--- src/common/vga_pkg.sv ---
// shared types and constants for the 800x600 status overlay pipeline.
// modules import this package in their bodies and use scoped names in port lists.
`default_nettype none

package vga_pkg;

    // horizontal timing, in pixels at 40 MHz.
    localparam logic [10:0] H_ACTIVE = 11'd800;
    localparam logic [10:0] H_FP     = 11'd40;
    localparam logic [10:0] H_SYNC   = 11'd128;
    localparam logic [10:0] H_TOTAL  = 11'd1056;

    // vertical timing, in lines.
    localparam logic [10:0] V_ACTIVE = 11'd600;
    localparam logic [10:0] V_FP     = 11'd1;
    localparam logic [10:0] V_SYNC   = 11'd4;
    localparam logic [10:0] V_TOTAL  = 11'd628;

    // health bar placement.
    localparam logic [10:0] SPRITE_SIZE  = 11'd64;
    localparam logic [10:0] HEALTH_X     = 11'd600;   // left edge of the first heart.
    localparam logic [10:0] HEALTH_Y     = 11'd16;
    localparam int          MAX_HEALTH   = 3;
    localparam logic [10:0] HEALTH_Y_END = HEALTH_Y + SPRITE_SIZE;
    localparam logic [10:0] SHIELD_X     = HEALTH_X - SPRITE_SIZE;   // shield sits left of hearts.
    localparam logic [10:0] HEARTS_END   = HEALTH_X + 11'(MAX_HEALTH) * SPRITE_SIZE;

    // texel rules, in sprite coordinates.
    localparam logic [5:0] HEART_LO = 6'd8;
    localparam logic [5:0] HEART_HI = 6'd55;
    localparam logic [5:0] FRAME_LO = 6'd4;    // frame covers rows/cols below this.
    localparam logic [5:0] FRAME_HI = 6'd60;   // ...and from this one up.

    // 12-bit rgb colours.
    localparam logic [11:0] BLANK_RGB       = 12'h888;
    localparam logic [11:0] BG_RGB          = 12'h135;
    localparam logic [11:0] BORDER_RGB      = 12'hFFF;
    localparam logic [11:0] HEART_RGB       = 12'hF00;
    localparam logic [11:0] SHIELD_RGB      = 12'h0AF;
    localparam logic [11:0] TRANSPARENT_RGB = 12'h000;

    // one pixel in flight, 38 bits.
    typedef struct packed {
        logic [10:0] hcount;
        logic        hsync;
        logic        hblnk;
        logic [10:0] vcount;
        logic        vsync;
        logic        vblnk;
        logic [11:0] rgb;
    } vga_sig_t;

    typedef enum logic {
        SPRITE_HEART,
        SPRITE_SHIELD
    } sprite_kind_t;

endpackage

`default_nettype wire
--- src/hw/game_top.sv ---
// status overlay pipeline: timing, background, then the health bar.
// output carries its own position, four clocks behind the counters.
`timescale 1ns/1ps
`default_nettype none

module game_top (
    input  logic              clk,
    input  logic              rst,
    input  logic              game_en,
    input  logic              shielded,
    input  logic [2:0]        health,
    output vga_pkg::vga_sig_t vga
);

    import vga_pkg::*;

    vga_sig_t    timing_vga;
    vga_sig_t    bg_vga;
    logic [11:0] heart_addr;
    logic [11:0] shield_addr;
    logic [11:0] heart_texel;
    logic [11:0] shield_texel;

    vga_timing u_vga_timing (
        .clk,
        .rst,
        .vga(timing_vga)
    );

    draw_bg u_draw_bg (
        .clk,
        .rst,
        .in(timing_vga),
        .out(bg_vga)
    );

    draw_health u_draw_health (
        .clk,
        .rst,
        .game_en,
        .shielded,
        .health,
        .heart_texel,
        .shield_texel,
        .heart_addr,
        .shield_addr,
        .in(bg_vga),
        .out(vga)
    );

    sprite_rom #(.KIND(SPRITE_HEART)) u_heart_rom (
        .clk,
        .addr(heart_addr),
        .texel(heart_texel)
    );

    sprite_rom #(.KIND(SPRITE_SHIELD)) u_shield_rom (
        .clk,
        .addr(shield_addr),
        .texel(shield_texel)
    );

endmodule

`default_nettype wire

--- src/draw_health/draw_health.sv ---
// health bar overlay: up to three hearts plus a shield to their left.
// three clocks of latency; addresses go out on the first, texels return on the second.
`timescale 1ns/1ps
`default_nettype none

module draw_health (
    input  logic              clk,
    input  logic              rst,
    input  logic              game_en,
    input  logic              shielded,
    input  logic [2:0]        health,
    input  logic [11:0]       heart_texel,
    input  logic [11:0]       shield_texel,
    output logic [11:0]       heart_addr,
    output logic [11:0]       shield_addr,
    input  vga_pkg::vga_sig_t in,
    output vga_pkg::vga_sig_t out
);

    import vga_pkg::*;

    vga_sig_t    dly;          // stream aligned with the rom outputs.
    logic        in_rows;
    logic        in_shield;
    logic        in_hearts;
    logic [10:0] heart_rel;
    logic [1:0]  heart_idx;
    logic        heart_on;
    logic        shield_on;
    logic [11:0] rgb_nxt;

    delay #(
        .DEPTH(2)
    ) u_delay (
        .clk,
        .rst,
        .din(in),
        .dout(dly)
    );

    // sprite addresses from the incoming position, row in the upper half.
    // column modulo 64 gives the offset inside whichever heart slot is hit.
    always_ff @(posedge clk) begin
        if (rst) begin
            heart_addr  <= '0;
            shield_addr <= '0;
        end else begin
            heart_addr  <= {6'(in.vcount - HEALTH_Y), 6'(in.hcount - HEALTH_X)};
            shield_addr <= {6'(in.vcount - HEALTH_Y), 6'(in.hcount - SHIELD_X)};
        end
    end

    // slot decode on the delayed position.
    assign in_rows   = (dly.vcount >= HEALTH_Y) && (dly.vcount < HEALTH_Y_END);
    assign in_shield = (dly.hcount >= SHIELD_X) && (dly.hcount < HEALTH_X);
    assign in_hearts = (dly.hcount >= HEALTH_X) && (dly.hcount < HEARTS_END);
    assign heart_rel = dly.hcount - HEALTH_X;
    assign heart_idx = heart_rel[7:6];   // which heart, valid only inside in_hearts.

    assign heart_on  = game_en && in_rows && in_hearts && health[heart_idx];
    assign shield_on = game_en && in_rows && in_shield && shielded;

    always_comb begin
        rgb_nxt = dly.rgb;
        if (dly.hblnk || dly.vblnk) begin
            rgb_nxt = dly.rgb;   // already blank colour from the background.
        end else if (shield_on && (shield_texel != TRANSPARENT_RGB)) begin
            rgb_nxt = shield_texel;
        end else if (heart_on && (heart_texel != TRANSPARENT_RGB)) begin
            rgb_nxt = heart_texel;
        end
    end

    always_ff @(posedge clk) begin
        if (rst) begin
            out <= '0;
        end else begin
            out     <= dly;
            out.rgb <= rgb_nxt;   // black texels leave the background visible.
        end
    end

endmodule

`default_nettype wire

--- src/draw_health/sprite_rom.sv ---
// 64x64 sprite rom, one clock from address to texel.
// texels come from a geometric rule per sprite kind, so no memory file is needed.
`timescale 1ns/1ps
`default_nettype none

module sprite_rom #(
    parameter vga_pkg::sprite_kind_t KIND = vga_pkg::SPRITE_HEART
) (
    input  logic        clk,
    input  logic [11:0] addr,
    output logic [11:0] texel
);

    import vga_pkg::*;

    logic [5:0]  row;
    logic [5:0]  col;
    logic        hit;
    logic [11:0] ink;

    assign row = addr[11:6];
    assign col = addr[5:0];

    always_comb begin
        if (KIND == SPRITE_HEART) begin
            // solid inner square.
            hit = (row >= HEART_LO) && (row <= HEART_HI) &&
                  (col >= HEART_LO) && (col <= HEART_HI);
            ink = HEART_RGB;
        end else begin
            hit = (row < FRAME_LO) || (row >= FRAME_HI) ||
                  (col < FRAME_LO) || (col >= FRAME_HI);   // hollow frame.
            ink = SHIELD_RGB;
        end
    end

    always_ff @(posedge clk) begin
        texel <= hit ? ink : TRANSPARENT_RGB;
    end

endmodule

`default_nettype wire

--- src/hw/draw_bg.sv ---
// background stage, one clock of latency.
// paints the play field, a one-pixel border and the blanking colour.
`timescale 1ns/1ps
`default_nettype none

module draw_bg (
    input  logic              clk,
    input  logic              rst,
    input  vga_pkg::vga_sig_t in,
    output vga_pkg::vga_sig_t out
);

    import vga_pkg::*;

    logic     on_border;
    vga_sig_t out_nxt;

    assign on_border = (in.hcount == 11'd0) || (in.hcount == H_ACTIVE - 11'd1) ||
                       (in.vcount == 11'd0) || (in.vcount == V_ACTIVE - 11'd1);

    always_comb begin
        out_nxt = in;   // timing fields pass straight through.
        if (in.hblnk || in.vblnk) begin
            out_nxt.rgb = BLANK_RGB;
        end else if (on_border) begin
            out_nxt.rgb = BORDER_RGB;
        end else begin
            out_nxt.rgb = BG_RGB;
        end
    end

    always_ff @(posedge clk) begin
        if (rst) begin
            out <= '0;
        end else begin
            out <= out_nxt;
        end
    end

endmodule

`default_nettype wire

--- src/hw/delay.sv ---
// fixed-latency shift register for the pixel stream.
// keeps timing fields aligned with pipelined lookups elsewhere.
`timescale 1ns/1ps
`default_nettype none

module delay #(
    parameter int DEPTH = 1
) (
    input  logic              clk,
    input  logic              rst,
    input  vga_pkg::vga_sig_t din,
    output vga_pkg::vga_sig_t dout
);

    import vga_pkg::*;

    vga_sig_t stage [DEPTH];

    always_ff @(posedge clk) begin
        if (rst) begin
            for (int i = 0; i < DEPTH; i++) begin
                stage[i] <= '0;
            end
        end else begin
            stage[0] <= din;
            for (int i = 1; i < DEPTH; i++) begin
                stage[i] <= stage[i-1];   // shift one slot per clock.
            end
        end
    end

    assign dout = stage[DEPTH-1];

endmodule

`default_nettype wire

--- src/hw/vga_timing.sv ---
// pixel and line counters for 800x600 at 40 MHz.
// drives position, sync and blanking at the head of the pipeline.
`timescale 1ns/1ps
`default_nettype none

module vga_timing (
    input  logic              clk,
    input  logic              rst,
    output vga_pkg::vga_sig_t vga
);

    import vga_pkg::*;

    logic        h_end;
    logic        v_end;
    logic [10:0] hcount_nxt;
    logic [10:0] vcount_nxt;

    assign h_end = (vga.hcount == H_TOTAL - 11'd1);
    assign v_end = (vga.vcount == V_TOTAL - 11'd1);

    always_comb begin
        hcount_nxt = h_end ? 11'd0 : vga.hcount + 11'd1;
        vcount_nxt = vga.vcount;
        if (h_end) begin
            vcount_nxt = v_end ? 11'd0 : vga.vcount + 11'd1;   // next line on wrap.
        end
    end

    // sync and blanking are derived from the next count so they stay aligned.
    always_ff @(posedge clk) begin
        if (rst) begin
            vga <= '0;
        end else begin
            vga.hcount <= hcount_nxt;
            vga.hsync  <= (hcount_nxt >= H_ACTIVE + H_FP) &&
                          (hcount_nxt <  H_ACTIVE + H_FP + H_SYNC);
            vga.hblnk  <= (hcount_nxt >= H_ACTIVE);
            vga.vcount <= vcount_nxt;
            vga.vsync  <= (vcount_nxt >= V_ACTIVE + V_FP) &&
                          (vcount_nxt <  V_ACTIVE + V_FP + V_SYNC);
            vga.vblnk  <= (vcount_nxt >= V_ACTIVE);
            vga.rgb    <= '0;   // colour is added downstream.
        end
    end

endmodule

`default_nettype wire

--- config.mk ---
export PLATFORM = sky130hd
export DESIGN_NAME = game_top
export DESIGN_NICKNAME = d
export VERILOG_FILES = /design/src/common/vga_pkg.sv /design/src/hw/game_top.sv /design/src/draw_health/draw_health.sv /design/src/draw_health/sprite_rom.sv /design/src/hw/draw_bg.sv /design/src/hw/delay.sv /design/src/hw/vga_timing.sv
export SDC_FILE = /design/constraint.sdc
export NUM_CORES = 1
export LEC_CHECK = 0
export BUFFER_PORTS_ARGS = -buffer_cell sky130_fd_sc_hd__buf_2
export CORE_ASPECT_RATIO = 1.75
export CORE_MARGIN = 4
export CORE_UTILIZATION = 40
export DETAILED_ROUTE_END_ITERATION = 12
export PLACE_DENSITY = 0.67
export SLEW_MARGIN = 40
export SYNTH_ARGS = -nofsm -noshare
export SYNTH_HDL_FRONTEND = slang
export SYNTH_SLANG_ARGS = --single-unit
export TNS_END_PERCENT = 30
--- constraint.sdc ---
create_clock -name clk -period 3.51 [get_ports clk]
set_input_delay 0 -clock clk [delete_from_list [all_inputs] [get_ports clk]]
set_output_delay 0 -clock clk [all_outputs]
set_load 0.02 [all_outputs]
==> results.yml <==
hold_path:
  hold_path_class: "in2reg"
route:
  ant_nets: 0
  finalWirelength_mm: 8.61
  drtIter0Drc: 160
  drc: 0
  viasPerCell: 4.66
  drtPass1Iterations: 4
  wire_per_inst_um: 11.7
  vias: 3433
power:
  ir_drop_mv: 0.355
  p_leak_nw: 2.45
  switching_power_uw: 802
  p_sw_frac: 0.219
  p_per_area_mw_per_mm2: 589
  clock_power_share: 0.497
  power_frac_seq: 0.485
  p_comb_frac: 0.019
  p_int_mw: 2.86
sta:
  finalHoldViolCount: 0
  slew_headroom: 0.526
  setup_tns_ns: 0
  setup_violations: 0
  tightest_slew_ns: 0.706
  fin_ws_ns: 1.29
  slew_viol_final: 0
  finClkSkew_ns: 0.00728
  rsz0062_at_grt: "no"
  period_share: 0.633
  finalCriticalPeriod_ns: 2.22
  fmax_mhz: 450
  timing.hold.ws_ns: 0.0902
critical_path:
  critPathLaunch: "u_vga_timing.vga[27]$_SDFF_PP0_"
  arrival_ns: 2.53
  startpoint_type: "register"
  worstReg2RegEnd: "u_vga_timing.vga[13]$_SDFF_PP0_"
  crit_path_end_kind: "register"
  r2r.worst_path.cells: 7
  cp_max_fo: 13
  critPathRequiredTime_ns: 3.81
  critPathKind: "reg2reg"
  rrSetupSlack_ns: 1.29
  r2r_start: "u_vga_timing.vga[27]$_SDFF_PP0_"
  endpoint: "u_vga_timing.vga[13]$_SDFF_PP0_"
placed_design:
  place.gp.congestion: 0.816
  dp_hpwl_mm: 5.92
  place_inst: 705
  port_buffers: 44
  dp_slack_ns: 1.21
clocking:
  cts_buffers: 17
  htree_levels: 4
  insertion_delay_ns: 0.41
  postCtsHoldBufs: 0
  cts_root_buffer: "clkbuf_16"
  cts_buffer_depth: 2
  clkSinkCount: 154
  cts_tree: "yes"
  post_cts_buffers: 0
  clk_pin_slew_ns: 0.06
  post_cts_resized: 0
yosys:
  syn_area_mm2: 0.00537
  synthTopCellsByArea: "dfxtp_1 (57%), nor2b_1 (12%), nor2_1 (3.2%)"
  syn_inst: 525
  synthArstFlopShare: 0
  yosysUniqueCellTypes: 58
  synth_warnings: 0
  ys.flop_type: "dfxtp_1"
  syn-num-nets: 537
  seq_area_frac_synth: 0.574
  synth-edff-count: 0
  synth_top_area_cell: "dfxtp_1"
  yosysTopAreaCellShare: 0.574
  syn_avg_cell_area_um2: 10.2
  synth-seq-cells: 154
layout:
  fill_cells: 1242
  layout-drive-gt1-share: 0.164
  fin_cells: 737
  num_antenna_cells: 0
  final_nets: 565
  area_delta_synth_final_pct: 15.8
run_status:
  status: "finished, final reports clean"
grt:
  grt_pass1_vias: 3242
  grtUsageTotal: 0.121
  grt.overflow.total: 0
  antenna_found_initial: 0
  grt_start_max_net_pins: 106
  grt_pass1_wl_mm: 14.8
die:
  rows: 55
  ios: 45
  die_w_um: 95.6
  die-area_mm2: 0.0154
  design.core.area_mm2: 0.0131
  dieHeight_um: 161
  start_util: 0.411
job:
  maxCapViolCount: 0
-- cell families (layout without fill, tap and decap cells) --
| family | after synthesis | after routing | share of synthesized area |
|---|---|---|---|
| buffers and inverters | 44 | 85 | 0.0431 |
| and+or+nand+nor | 250 | 250 | 0.271 |
| DFF | 154 | 154 | 0.574 |
| AOI/OAI and AO/OA | 50 | 50 | 0.0640 |
| muxes | 1 | 1 | 0.00210 |
| xor gates and xnor gates | 21 | 21 | 0.0342 |
| adders and majority gates | 5 | 5 | 0.0116 |
-- worst min-delay path by stage --
| stage | slack (ns) | end | start | cells after the start |
|---|---|---|---|---|
| after detailed placement | 0.42 | vga[25] | u_draw_health.out[25]$_SDFF_PP0_ | 1 |
| after global routing | 0.12 | u_draw_health.out[14]$_SDFF_PP0_ | rst | 2 |
| final | 0.09 | u_vga_timing.vga[14]$_SDFF_PP0_ | rst | 2 |
| after global placement | 0.42 | vga[8] | u_draw_health.out[8]$_SDFF_PP0_ | 1 |
| after CTS | 0.09 | u_vga_timing.vga[14]$_SDFF_PP0_ | rst | 2 |
| after floorplan | 0.21 | u_vga_timing.vga[17]$_SDFF_PP0_ | rst | 2 |
-- synth_stat cells, types with 2 or more instances --
| cell type | instances |
|---|---|
| o31a_1 | 3 |
| buf_2 | 8 |
| buf_4 | 7 |
| nor2b_1 | 106 |
| a31oi_1 | 6 |
| nand4_1 | 6 |
| nor3_1 | 19 |
| and3b_1 | 2 |
| xor2_1 | 9 |
| ha_1 | 5 |
| and4_1 | 2 |
| nor3_4 | 2 |
| a21oi_2 | 2 |
| nand3_1 | 11 |
| clkbuf_1 | 14 |
| inv_1 | 8 |
| buf_6 | 4 |
| or3_1 | 3 |
| a21oi_1 | 11 |
| a211oi_1 | 3 |
| nand4b_1 | 3 |
| o21a_1 | 3 |
| nand2_1 | 21 |
| nand2b_1 | 5 |
| o22a_1 | 3 |
| xnor2_1 | 12 |
| o21ai_0 | 7 |
| and3_1 | 5 |
| nor4_1 | 6 |
| buf_1 | 3 |
| nor2_1 | 46 |
| dfxtp_1 | 154 |
-- critical path, stage by stage, from the launching register on --
cell	delay, ns
dfxtp_1	0.42
ha_1	0.27
and4_4	0.35
nand3_4	0.12
nor4_2	0.44
nor4_1	0.08
a31oi_1	0.21
and4b_1	0.22
-- per-stage QoR --
step | instance area, um2 | utilization | power (mW)
3_3_place_gp | 5620 | 0.430 | 1.88
3_5_place_dp | 5620 | 0.430 | 1.89
5_1_grt | 6220 | 0.476 | 3.80
4_1_cts | 6220 | 0.476 | 3.71
2_1_floorplan | 5370 | - | 1.87
6_report | 6220 | 0.476 | 3.67
-- power by group through the flow --
stage          logic (mW)  registers [mW]  clock network, mW
2_1_floorplan      0.0523            1.82                  0
3_3_place_gp       0.0685            1.81                  0
3_5_place_dp       0.0701            1.82                  0
4_1_cts            0.0704            1.78               1.86
5_1_grt            0.0781            1.78               1.94
6_report           0.0683            1.78               1.82
-- registers in the layout, summed over array words and instances, names as in the netlist --
| name | cells |
|---|---|
| u_draw_health.out | 34 |
| u_draw_health.u_delay.stage | 51 |
| u_draw_health.heart_addr | 12 |
| u_draw_bg.out | 29 |
| u_vga_timing.vga | 26 |
| u_shield_rom.texel | 1 |
| u_heart_rom.texel | 1 |
-- routing by layer --
layer	GRT usage	vias to the layer above	share of wire
li1	-	1793	-
met1	0.122	1562	0.39
met2	0.217	61	0.54
met3	0.0345	17	0.036
met4	0.0674	0	0.035
met5	0	-	0
-- layout make-up --
cell class              count  area, um2  share of cell area
flip-flops and latches    154       3080               0.495
multi-input cells         327       2060               0.331
clock buffers              17        425              0.0684
repair buffers             45        234              0.0376
well taps                 171        214              0.0344
clock inverters            15        176              0.0284
inverters                   8       30.0             0.00483
-- layout by cell type, fill, tap and decap left out, types with 7 or more instances in the layout --
master	n
nand3_1	11
nand2_1	21
nor3_1	19
clkbuf_16	17
xor2_1	9
dfxtp_1	154
xnor2_1	12
inv_1	8
o21ai_0	7
nor2_1	46
nor2b_1	106
a21oi_1	11
buf_2	43
Power figures use the tool's default switching activity.
